--- config.mk ---
export PLATFORM = sky130hd
export DESIGN_NAME = reorder_buffer
export DESIGN_NICKNAME = d
export VERILOG_FILES = /design/src/hdl/rob_pkg.sv /design/src/hdl/reorder_buffer_controller.sv /design/src/hdl/rob_entry_memory.sv /design/src/hdl/rob_occupancy.sv /design/src/hdl/rob_error_log.sv /design/src/hdl/reorder_buffer.sv
export SDC_FILE = /design/constraint.sdc
export NUM_CORES = 1
export LEC_CHECK = 0
export CORE_AREA = 3 3 130 69
export DETAILED_ROUTE_END_ITERATION = 7
export DIE_AREA = 0 0 133 72
export DONT_BUFFER_PORTS = 1
export PLACE_DENSITY = 0.77
export SLEW_MARGIN = 25
export SYNTH_ARGS = -nofsm -noshare
export SYNTH_HDL_FRONTEND = slang
export SYNTH_SLANG_ARGS = --single-unit
--- constraint.sdc ---
create_clock -name clock -period 3 [get_ports clock]
set_input_delay 0.3 -clock clock [delete_from_list [all_inputs] [get_ports clock]]
set_output_delay 0.3 -clock clock [all_outputs]
set_load 0.02 [all_outputs]
--- src/hdl/rob_pkg.sv ---
package rob_pkg;

  // Payload width of one entry
  localparam int ROB_DATA_WIDTH = 8;

  // Entries that can be in flight at once
  localparam int ROB_DEPTH = 8;

  // Index width follows from the depth
  localparam int ROB_INDEX_WIDTH = $clog2(ROB_DEPTH);

  // Entry index that also serves as the producer's handle
  typedef logic [ROB_INDEX_WIDTH-1:0] rob_index_t;

  // Entry payload
  typedef logic [ROB_DATA_WIDTH-1:0] rob_data_t;

  // Completion request from the out-of-order side
  typedef struct packed {
    logic       enable;
    rob_index_t index;
    rob_data_t  data;
  } rob_write_t;

  // Head of the buffer as seen by the consumer
  typedef struct packed {
    // Head entry reserved and written
    logic      head_ready;
    rob_data_t data;
  } rob_read_t;

  // Registered occupancy flags
  typedef struct packed {
    // All entries reserved
    logic reserve_full;
    // No entry reserved
    logic reserve_empty;
    // All entries written
    logic data_full;
    // No entry written
    logic data_empty;
  } rob_status_t;

endpackage

--- src/hdl/reorder_buffer_controller.sv ---
`timescale 1ns/10ps

module reorder_buffer_controller import rob_pkg::*; (
  input  logic        clock,
  input  logic        resetn,
  // Reservation side
  input  logic        reserve_enable,
  output rob_index_t  reserve_index,
  // Completion side
  input  rob_write_t  write_req,
  output logic        write_error,
  // Consumer side
  input  logic        read_enable,
  output logic        head_ready,
  output rob_status_t status,
  // Entry memory
  output logic        memory_write_enable,
  output rob_index_t  memory_write_address,
  output rob_data_t   memory_write_data,
  output rob_index_t  memory_read_address,
  // Occupancy events
  output logic        reserve_pulse,
  output logic        accept_pulse,
  output logic        read_pulse
);

  // Per-entry state
  logic [ROB_DEPTH-1:0] reserved;
  logic [ROB_DEPTH-1:0] reserved_next;
  logic [ROB_DEPTH-1:0] valid;
  logic [ROB_DEPTH-1:0] valid_next;

  // Pointers carry a wrap bit above the index
  logic [ROB_INDEX_WIDTH:0] reserve_pointer;
  logic [ROB_INDEX_WIDTH:0] reserve_pointer_next;
  logic [ROB_INDEX_WIDTH:0] read_pointer;
  logic [ROB_INDEX_WIDTH:0] read_pointer_next;

  rob_status_t status_next;
  rob_index_t  head_index;
  logic        same_index;
  logic        same_wrap;

  assign head_index    = read_pointer[ROB_INDEX_WIDTH-1:0];
  assign reserve_index = reserve_pointer[ROB_INDEX_WIDTH-1:0];

  // Unreserved target or a second completion to the same entry
  assign write_error = write_req.enable
                    && (!reserved[write_req.index] || valid[write_req.index]);

  // Head is only handed out once its completion arrived
  assign head_ready = valid[head_index];

  // Next state of pointers and entry bits
  always_comb begin
    reserve_pointer_next = reserve_pointer;
    read_pointer_next    = read_pointer;
    reserved_next        = reserved;
    valid_next           = valid;
    // Reserve the entry under the reservation pointer
    if (reserve_enable) begin
      reserved_next[reserve_index] = 1'b1;
      reserve_pointer_next         = reserve_pointer + 1'b1;
    end
    // Only an accepted completion marks its entry valid
    if (write_req.enable && !write_error) begin
      valid_next[write_req.index] = 1'b1;
    end
    // Pop releases both bits of the head
    if (read_enable) begin
      valid_next[head_index]    = 1'b0;
      reserved_next[head_index] = 1'b0;
      read_pointer_next         = read_pointer + 1'b1;
    end
  end

  // Flags describe the state after this edge
  assign same_index = reserve_pointer_next[ROB_INDEX_WIDTH-1:0]
                   == read_pointer_next[ROB_INDEX_WIDTH-1:0];
  assign same_wrap  = reserve_pointer_next[ROB_INDEX_WIDTH]
                   == read_pointer_next[ROB_INDEX_WIDTH];

  always_comb begin
    status_next.reserve_full  = same_index && !same_wrap;
    status_next.reserve_empty = same_index && same_wrap;
    status_next.data_full     = &valid_next;
    status_next.data_empty    = ~|valid_next;
  end

  always_ff @(posedge clock or negedge resetn) begin
    if (!resetn) begin
      reserve_pointer <= '0;
      read_pointer    <= '0;
      reserved        <= '0;
      valid           <= '0;
      status          <= '{reserve_full: 1'b0, reserve_empty: 1'b1,
                           data_full: 1'b0, data_empty: 1'b1};
    end else begin
      reserve_pointer <= reserve_pointer_next;
      read_pointer    <= read_pointer_next;
      reserved        <= reserved_next;
      valid           <= valid_next;
      status          <= status_next;
    end
  end

  // Every request reaches the memory, even a rejected one
  assign memory_write_enable  = write_req.enable;
  assign memory_write_address = write_req.index;
  assign memory_write_data    = write_req.data;
  assign memory_read_address  = head_index;

  // Events for the occupancy counters
  assign reserve_pulse = reserve_enable;
  assign accept_pulse  = write_req.enable && !write_error;
  assign read_pulse    = read_enable;

  // Producer must stop at the registered full flag
  reserve_in_room: assert property (@(posedge clock) disable iff (!resetn)
    reserve_enable |-> !status.reserve_full);

  // Consumer may only pop a written head
  read_when_ready: assert property (@(posedge clock) disable iff (!resetn)
    read_enable |-> head_ready);

endmodule

--- src/hdl/rob_entry_memory.sv ---
`timescale 1ns/10ps

module rob_entry_memory import rob_pkg::*; (
  input  logic       clock,
  // Write port
  input  logic       write_enable,
  input  rob_index_t write_address,
  input  rob_data_t  write_data,
  // Read port at the head of the buffer
  input  rob_index_t read_address,
  output rob_data_t  read_data
);

  // One payload register per entry
  rob_data_t entries [ROB_DEPTH];

  // Completion data lands at the edge
  always_ff @(posedge clock) begin
    if (write_enable) begin
      entries[write_address] <= write_data;
    end
  end

  // Head data is available in the same cycle
  assign read_data = entries[read_address];

endmodule

--- src/hdl/rob_occupancy.sv ---
`timescale 1ns/10ps

module rob_occupancy import rob_pkg::*; (
  input  logic                   clock,
  input  logic                   resetn,
  // Single-cycle events from the controller
  input  logic                   reserve_pulse,
  input  logic                   accept_pulse,
  input  logic                   read_pulse,
  // One extra bit so a full buffer fits
  output logic [ROB_INDEX_WIDTH:0] reserved_count,
  output logic [ROB_INDEX_WIDTH:0] pending_count
);

  logic [ROB_INDEX_WIDTH:0] reserved_count_next;
  logic [ROB_INDEX_WIDTH:0] pending_count_next;

  // Reserved and not yet read
  always_comb begin
    reserved_count_next = reserved_count;
    if (reserve_pulse && !read_pulse) begin
      reserved_count_next = reserved_count + 1'b1;
    end else if (read_pulse && !reserve_pulse) begin
      reserved_count_next = reserved_count - 1'b1;
    end
  end

  // Written and not yet read
  always_comb begin
    pending_count_next = pending_count;
    if (accept_pulse && !read_pulse) begin
      pending_count_next = pending_count + 1'b1;
    end else if (read_pulse && !accept_pulse) begin
      pending_count_next = pending_count - 1'b1;
    end
  end

  always_ff @(posedge clock or negedge resetn) begin
    if (!resetn) begin
      reserved_count <= '0;
      pending_count  <= '0;
    end else begin
      reserved_count <= reserved_count_next;
      pending_count  <= pending_count_next;
    end
  end

  // Written entries are a subset of reserved ones, which never exceed the depth
  counts_in_bounds: assert property (@(posedge clock) disable iff (!resetn)
    pending_count <= reserved_count && reserved_count <= ROB_DEPTH);

endmodule

--- src/hdl/rob_error_log.sv ---
`timescale 1ns/10ps

module rob_error_log import rob_pkg::*; #(
  parameter int ERROR_COUNT_WIDTH = 4
) (
  input  logic                         clock,
  input  logic                         resetn,
  // Rejected completion and its target
  input  logic                         write_error,
  input  rob_index_t                   error_index,
  // Log outputs
  output logic [ERROR_COUNT_WIDTH-1:0] error_count,
  output rob_index_t                   last_error_index
);

  logic count_at_max;

  // Counter sticks once all ones
  assign count_at_max = &error_count;

  // Count of rejected writes
  always_ff @(posedge clock or negedge resetn) begin
    if (!resetn) begin
      error_count <= '0;
    end else if (write_error && !count_at_max) begin
      error_count <= error_count + 1'b1;
    end
  end

  // Index of the most recent offender
  always_ff @(posedge clock or negedge resetn) begin
    if (!resetn) begin
      last_error_index <= '0;
    end else if (write_error) begin
      last_error_index <= error_index;
    end
  end

endmodule

--- src/hdl/reorder_buffer.sv ---
`timescale 1ns/10ps

module reorder_buffer import rob_pkg::*; #(
  parameter int ERROR_COUNT_WIDTH = 4
) (
  input  logic                         clock,
  input  logic                         resetn,
  // Reservation side
  input  logic                         reserve_enable,
  output rob_index_t                   reserve_index,
  // Completion side
  input  rob_write_t                   write_req,
  output logic                         write_error,
  // Consumer side
  input  logic                         read_enable,
  output rob_read_t                    read_out,
  output rob_status_t                  status,
  // Occupancy
  output logic [ROB_INDEX_WIDTH:0]     reserved_count,
  output logic [ROB_INDEX_WIDTH:0]     pending_count,
  // Error log
  output logic [ERROR_COUNT_WIDTH-1:0] error_count,
  output rob_index_t                   last_error_index
);

  // Memory wiring
  logic       memory_write_enable;
  rob_index_t memory_write_address;
  rob_data_t  memory_write_data;
  rob_index_t memory_read_address;

  // Occupancy events
  logic reserve_pulse;
  logic accept_pulse;
  logic read_pulse;

  reorder_buffer_controller controller (
    .clock                (clock),
    .resetn               (resetn),
    .reserve_enable       (reserve_enable),
    .reserve_index        (reserve_index),
    .write_req            (write_req),
    .write_error          (write_error),
    .read_enable          (read_enable),
    .head_ready           (read_out.head_ready),
    .status               (status),
    .memory_write_enable  (memory_write_enable),
    .memory_write_address (memory_write_address),
    .memory_write_data    (memory_write_data),
    .memory_read_address  (memory_read_address),
    .reserve_pulse        (reserve_pulse),
    .accept_pulse         (accept_pulse),
    .read_pulse           (read_pulse)
  );

  // Head data goes straight to the consumer
  rob_entry_memory memory (
    .clock         (clock),
    .write_enable  (memory_write_enable),
    .write_address (memory_write_address),
    .write_data    (memory_write_data),
    .read_address  (memory_read_address),
    .read_data     (read_out.data)
  );

  rob_occupancy occupancy (
    .clock          (clock),
    .resetn         (resetn),
    .reserve_pulse  (reserve_pulse),
    .accept_pulse   (accept_pulse),
    .read_pulse     (read_pulse),
    .reserved_count (reserved_count),
    .pending_count  (pending_count)
  );

  // Offending index is the one on the request
  rob_error_log #(
    .ERROR_COUNT_WIDTH (ERROR_COUNT_WIDTH)
  ) error_log (
    .clock            (clock),
    .resetn           (resetn),
    .write_error      (write_error),
    .error_index      (write_req.index),
    .error_count      (error_count),
    .last_error_index (last_error_index)
  );

endmodule

# Word level (Yosys, flattened, before mapping)
# Memories as Yosys holds them, arrays and structs flattened.
# Index checks and enable logic that the tools add are counted.
# W data, S select, Z words.
# totals
reg_bits	43
n_memories	1
ram_bits	64
# op_classes
n_addsub	7
n_eq_ne	2
bitwise	5
mux	24
order_cmp	6
reduce_logical	26
# mem_list
memory	depth	width	read_ports	rd_ports_with_merged_regs	wr	line_no	source
memory.entries	8	8	1	0	1	rob_entry_memory.sv:15	rob_data_t entries [ROB_DEPTH];
# op_table
op	n
$mux W8	4
$mux W4	6
$add A4 B1 Y4 const B	5
$and A8 B8 Y8	2
$or A8 B8 Y8	2
$logic_and A1 B1 Y1	12
$lt A3 B4 Y1 const B	3
$bmux W1 S3	3
$demux W1 S3	3
$ge A3 B1 Y1 const B	3
$logic_not A1 Y1	8
$mux W1	8
$not A8 Y8	1
$reduce_and A8 Y1	1
$reduce_or A8 Y1	1
$sub A4 B1 Y4 const B	2
$reduce_and A4 Y1	1
$reduce_bool A2 Y1	2
$eq A3 B3 Y1	1
$eq A1 B1 Y1	1
$logic_or A1 B1 Y1	1

# Longest topological paths before layout
# logic_depth
ltp_word	12
ltp_mapped	12
depth_no_buf	11

# Hierarchy
# A second synthesis with hierarchy kept.
# hier_totals
hier_cells	356
area_unflattened_um2	5180.0
# by_module_without_submodules
mod	cells_per_inst	instances	area_per_inst_um2	seq_area_each_um2
rob_entry_memory	106	1	2531.2	1921.8
reorder_buffer_controller	166	1	1696.6	703.2
rob_occupancy	57	1	611.8	200.2
rob_error_log	27	1	340.3	175.2

# Worst setup path after synthesis
# No wires, ideal clock.
# synth_path
kind	in2reg
from	in write_req[8] (netlist bit)
to	reg occupancy.pending_count[3]
required_time_ns	2.872
arrival_ns	2.287
path_stages	12
path_slack_ns	0.585
path_buffers	1
path_cell_list	buf_6 > mux2_4 > o22a_1 > a21oi_2 > and2_4 > nand2_1 > ha_1 > a21o_1 > a21oi_1 > and2_1 > mux2i_1 > xnor2_1
# synth_via
elab_chain_cells	10
# synth_rtl
element	line_no	source
from (decl)	reorder_buffer.sv:12	input rob_write_t write_req,
$bmux W1 S3	reorder_buffer_controller.sv:49	&& (!reserved[write_req.index] || valid[write_req.index]);
$mux W1 (not written as such)	reorder_buffer_controller.sv:49	
$logic_not A1 Y1	reorder_buffer_controller.sv:49	
$logic_or A1 B1 Y1 *	reorder_buffer_controller.sv:49	
$logic_and A1 B1 Y1 *	reorder_buffer_controller.sv:49	
$logic_not A1 Y1 *	reorder_buffer_controller.sv:115	assign accept_pulse = write_req.enable && !write_error;
$logic_and A1 B1 Y1 *	reorder_buffer_controller.sv:115	
$logic_not A1 Y1	rob_occupancy.sv:33	end else if (read_pulse && !accept_pulse) begin
$logic_and A1 B1 Y1	rob_occupancy.sv:33	
$reduce_bool A2 Y1 (no source line)	n/a	
to (signal assigned)	rob_occupancy.sv:44	pending_count <= pending_count_next;
to (decl)	rob_occupancy.sv:12	output logic [ROB_INDEX_WIDTH:0] pending_count
# Mark *: on every way between the ends. The rest lies on a longest branch, timed or not. The select of a mux whose other input is x is not followed.
# A chain may end at the register's enable or synchronous reset.

# Worst setup path in the final report
# layout_path
from	reg controller.valid[6]
to	reg occupancy.pending_count[3]
# layout_via
elab_chain_cells	9
# layout_rtl
element	line_no	source
from (decl)	reorder_buffer_controller.sv:30	logic [ROB_DEPTH-1:0] valid;
from (signal assigned)	reorder_buffer_controller.sv:102	valid <= valid_next;
$bmux W1 S3 *	reorder_buffer_controller.sv:49	
$mux W1 (not written as such) *	reorder_buffer_controller.sv:49	
$logic_or A1 B1 Y1 *	reorder_buffer_controller.sv:49	
$logic_and A1 B1 Y1 *	reorder_buffer_controller.sv:49	
$logic_not A1 Y1 *	reorder_buffer_controller.sv:115	
$logic_and A1 B1 Y1 *	reorder_buffer_controller.sv:115	
$logic_not A1 Y1	rob_occupancy.sv:33	
$logic_and A1 B1 Y1	rob_occupancy.sv:33	
$reduce_bool A2 Y1 (no source line)	n/a	
# Marks and branches as above.

==> qor.yml <==
outcome:
  status: "finished, final reports clean"
synth:
  yosysSeqAreaShare_pct: 60.8
  yosys.area_share.simple_pct: 8.72
  yosysUniqueCellTypes: 46
  yosysTopAreaCell: "edfxtp_1"
  synth_adder_area_share_pct: 2.84
  synthTopCellsByArea: "edfxtp_1 39%, dfrtp_1 21%, mux2_2 5.5%"
  yosys_warnings: 0
  netlist_instances: 359
  synthMostInstantiatedCell: "edfxtp_1"
  ys_seq_elements: 107
  synth_compound_area_share_pct: 8.19
  syn_nets: 385
  synthMuxAreaShare_pct: 12.1
  syn_avg_cell_area_um2: 13.7
  synthXorXnorAreaFrac_pct: 3.75
  async_flop_share_pct: 40.2
  synth.top_cell.area_share_pct: 38.9
  syn_area_mm2: 0.00493
  synth_commonest_cells: "64 x edfxtp_1, 41 x dfrtp_1, 27 x nor2_1"
  synth_edf_count: 64
  synth_top_family_by_area: "multiplexers"
  synth_ff_type: "edfxtp_1"
die:
  start_util_pct: 62.4
  die_x_um: 133
  dieArea_mm2: 0.00958
  fp.coreArea_mm2: 0.00791
  num_rows: 23
  die_y_um: 72
  ios: 48
drt:
  wl_met1_mm: 4.24
  ant_nets: 0
  firstDrtPassIters: 4
  drc: 0
  dr.first_iter.drc_count: 257
  wl_mm: 9.90
  drt-vias-per-instance: 6.13
  met2_length_mm: 4.70
  vias: 2960
  met3_length_um: 848
  top_layer_used: "met4"
  wire_per_inst_um: 20.5
worst_setup_path:
  end_kind: "flip-flop"
  crit_type: "reg2reg"
  cp_slowest_stage_delay_ns: 0.40
  required_ns: 3.22
  start_kind: "flip-flop"
  worstPathMaxFanout: 3
  crit_chain: "mux2_4 > o22a_1 > a21oi_2 > and2_4 > nand2_1 > ha_1 > a21o_1 > a21oi_1 > and2_1 > mux2i_1 > xnor2_1"
  slowest_stage: "dfrtp_1"
  arrival_ns: 2.79
power:
  leakage_uw: 0.00204
  ir_drop_v: 0.000458
  pwr_density_cell_mw_per_mm2: 1030
worst_hold_path:
  hold_class: "in2reg"
global_routing:
  track_usage_pct: 21.9
  grt_pass1_vias: 3025
  grt_max_degree: 44
  overflow: 0
  antenna_found_initial: 0
  grt_pass1_wl_mm: 15.8
cts:
  cts.htree.levels: 3
  clock-sinks: 107
  clkLatencyLatePin_ns: 0.34
  cts_buffers: 9
  cts_setup_buffers: 0
  cts_tree: "yes"
  root_buffer: "clkbuf_16"
  clk_pin_slew_worst_paths_ns: 0.07
  clock_path_buffers: 2
cells_and_area:
  layout-drive-gt1-share_pct: 20.2
  syn2layout_area_growth_pct: 9.33
  nNetsFinal: 393
  finalInstanceArea_mm2: 0.00540
  diodes: 0
  fin_util_pct: 68.2
  fillers: 538
sta:
  rsz0062_at_grt: "false"
  finalCriticalPeriod_ns: 2.57
  worstMarginPinSlew_ns: 0.909
  finClkSkew_ns: 0.00496
  min_period_over_period_pct: 85.7
  slew_violations: 0
  slew_headroom_pct: 39.2
  timing_hold_violations_final: 0
  finalSetupViolCount: 0
  tns_ns: 0
  fmaxAchievable_mhz: 389
place:
  gp_congestion: 0.917
  dpl_cell_area_mm2: 0.00508
  dp_hpwl_mm: 6.73
  portBuffers: 0
run:
  maxCapViolCount: 0
-- area by class of cell --
type,count,area [um^2],share of cell area (%)
flip-flops and latches,107,3000,55.6
multi-input cells,216,1760,32.5
clock buffers,9,225,4.17
repair buffers,17,155,2.88
well taps,112,140,2.60
inverters,16,60.1,1.11
clock inverters,6,58.8,1.09
-- flip-flops by register name, summed over array words and instances, names as in the netlist --
name	count
memory.entries	64
controller.reserve_pointer	4
error_log.last_error_index	3
controller.status	4
occupancy.pending_count	4
occupancy.reserved_count	4
error_log.error_count	4
controller.read_pointer	4
controller.valid	8
controller.reserved	8
-- per-stage QoR --
step	hold slack, ns	power [uW]	cells	worst slack (ns)
after floorplan	0.00441	3910	359	0.585
after global placement	0.00533	4330	466	0.538
after detailed placement	0.00538	4420	466	0.443
after CTS	0.0330	5580	483	0.424
after global routing	0.0222	5880	483	0.285
final	0.0444	5550	483	0.428
-- worst max-delay path, delay by kind of cell, from the launching register on --
kind	cells	cell delay (ns)
AO/OA/AOI/OAI	4	0.78
AND/OR/NAND/NOR	3	0.46
flip-flops	1	0.40
multiplexers	2	0.35
adder cells (fa/ha/maj)	1	0.30
XOR/XNOR	1	0.13
-- cell usage in the layout (no fill, tap or decap), types with 2 or more instances in the layout --
cell type | netlist | final
a21o_1 | 2 | 2
a21oi_1 | 8 | 8
a22oi_1 | 12 | 12
a31oi_1 | 8 | 8
a32oi_1 | 5 | 5
buf_12 | 0 | 2
buf_4 | 4 | 14
clkbuf_16 | 0 | 9
dfrtp_1 | 41 | 41
dfstp_2 | 2 | 2
edfxtp_1 | 64 | 64
fa_1 | 2 | 2
ha_1 | 8 | 8
inv_1 | 16 | 16
inv_8 | 0 | 3
mux2_2 | 24 | 24
mux2_4 | 4 | 4
mux2i_1 | 13 | 13
mux4_2 | 6 | 6
nand2_1 | 12 | 12
nand2b_1 | 7 | 7
nand3_1 | 5 | 5
nand4_1 | 3 | 3
nor2_1 | 27 | 27
nor2b_1 | 9 | 9
nor3_1 | 11 | 11
o21ai_0 | 9 | 9
o22a_1 | 8 | 8
xnor2_1 | 12 | 12
xor2_1 | 6 | 6
-- power breakdown --
part           switching, uW  internal, uW
Combinational           1020           978
Sequential               562          1860
Clock                    549           581
-- worst paths after layout --
| kind | start | end | slack (ns) | cells after the start |
|---|---|---|---|---|
| worst min-delay path | write_req[6] | memory.entries[7][6] | 0.04 | 0 |
| worst max-delay path | controller.valid[6] | occupancy.pending_count[3] | 0.43 | 11 |
| min in group asynchronous | resetn | occupancy.reserved_count[3] | 0.46 | 2 |
| worst max register to register | controller.valid[6] | occupancy.pending_count[3] | 0.43 | 11 |
| max in group asynchronous | resetn | controller.status[2] | 2.26 | 2 |
| worst min register to register | controller.read_pointer[3] | controller.read_pointer[3] | 0.52 | 2 |
-- timing repair --
| action | CTS | global route |
|---|---|---|
| hold endpoints to repair | 43 | 0 |
| gates resized for setup | 0 | 0 |
| hold buffers | 2 | 0 |
-- metal layers --
metal | track usage, % | up-vias
li1 | - | 1348
met5 | 0 | -
met1 | 29.4 | 1477
met2 | 34.3 | 125
met3 | 7.62 | 10
met4 | 7.03 | 0
-- logic make-up after synthesis --
group / after synthesis
mux: 47
simple gates: 83
fa+ha+maj: 10
flops: 107
buf+inv: 36
xor+xnor: 19
compound gates: 57
Power figures use the tool's default switching activity.
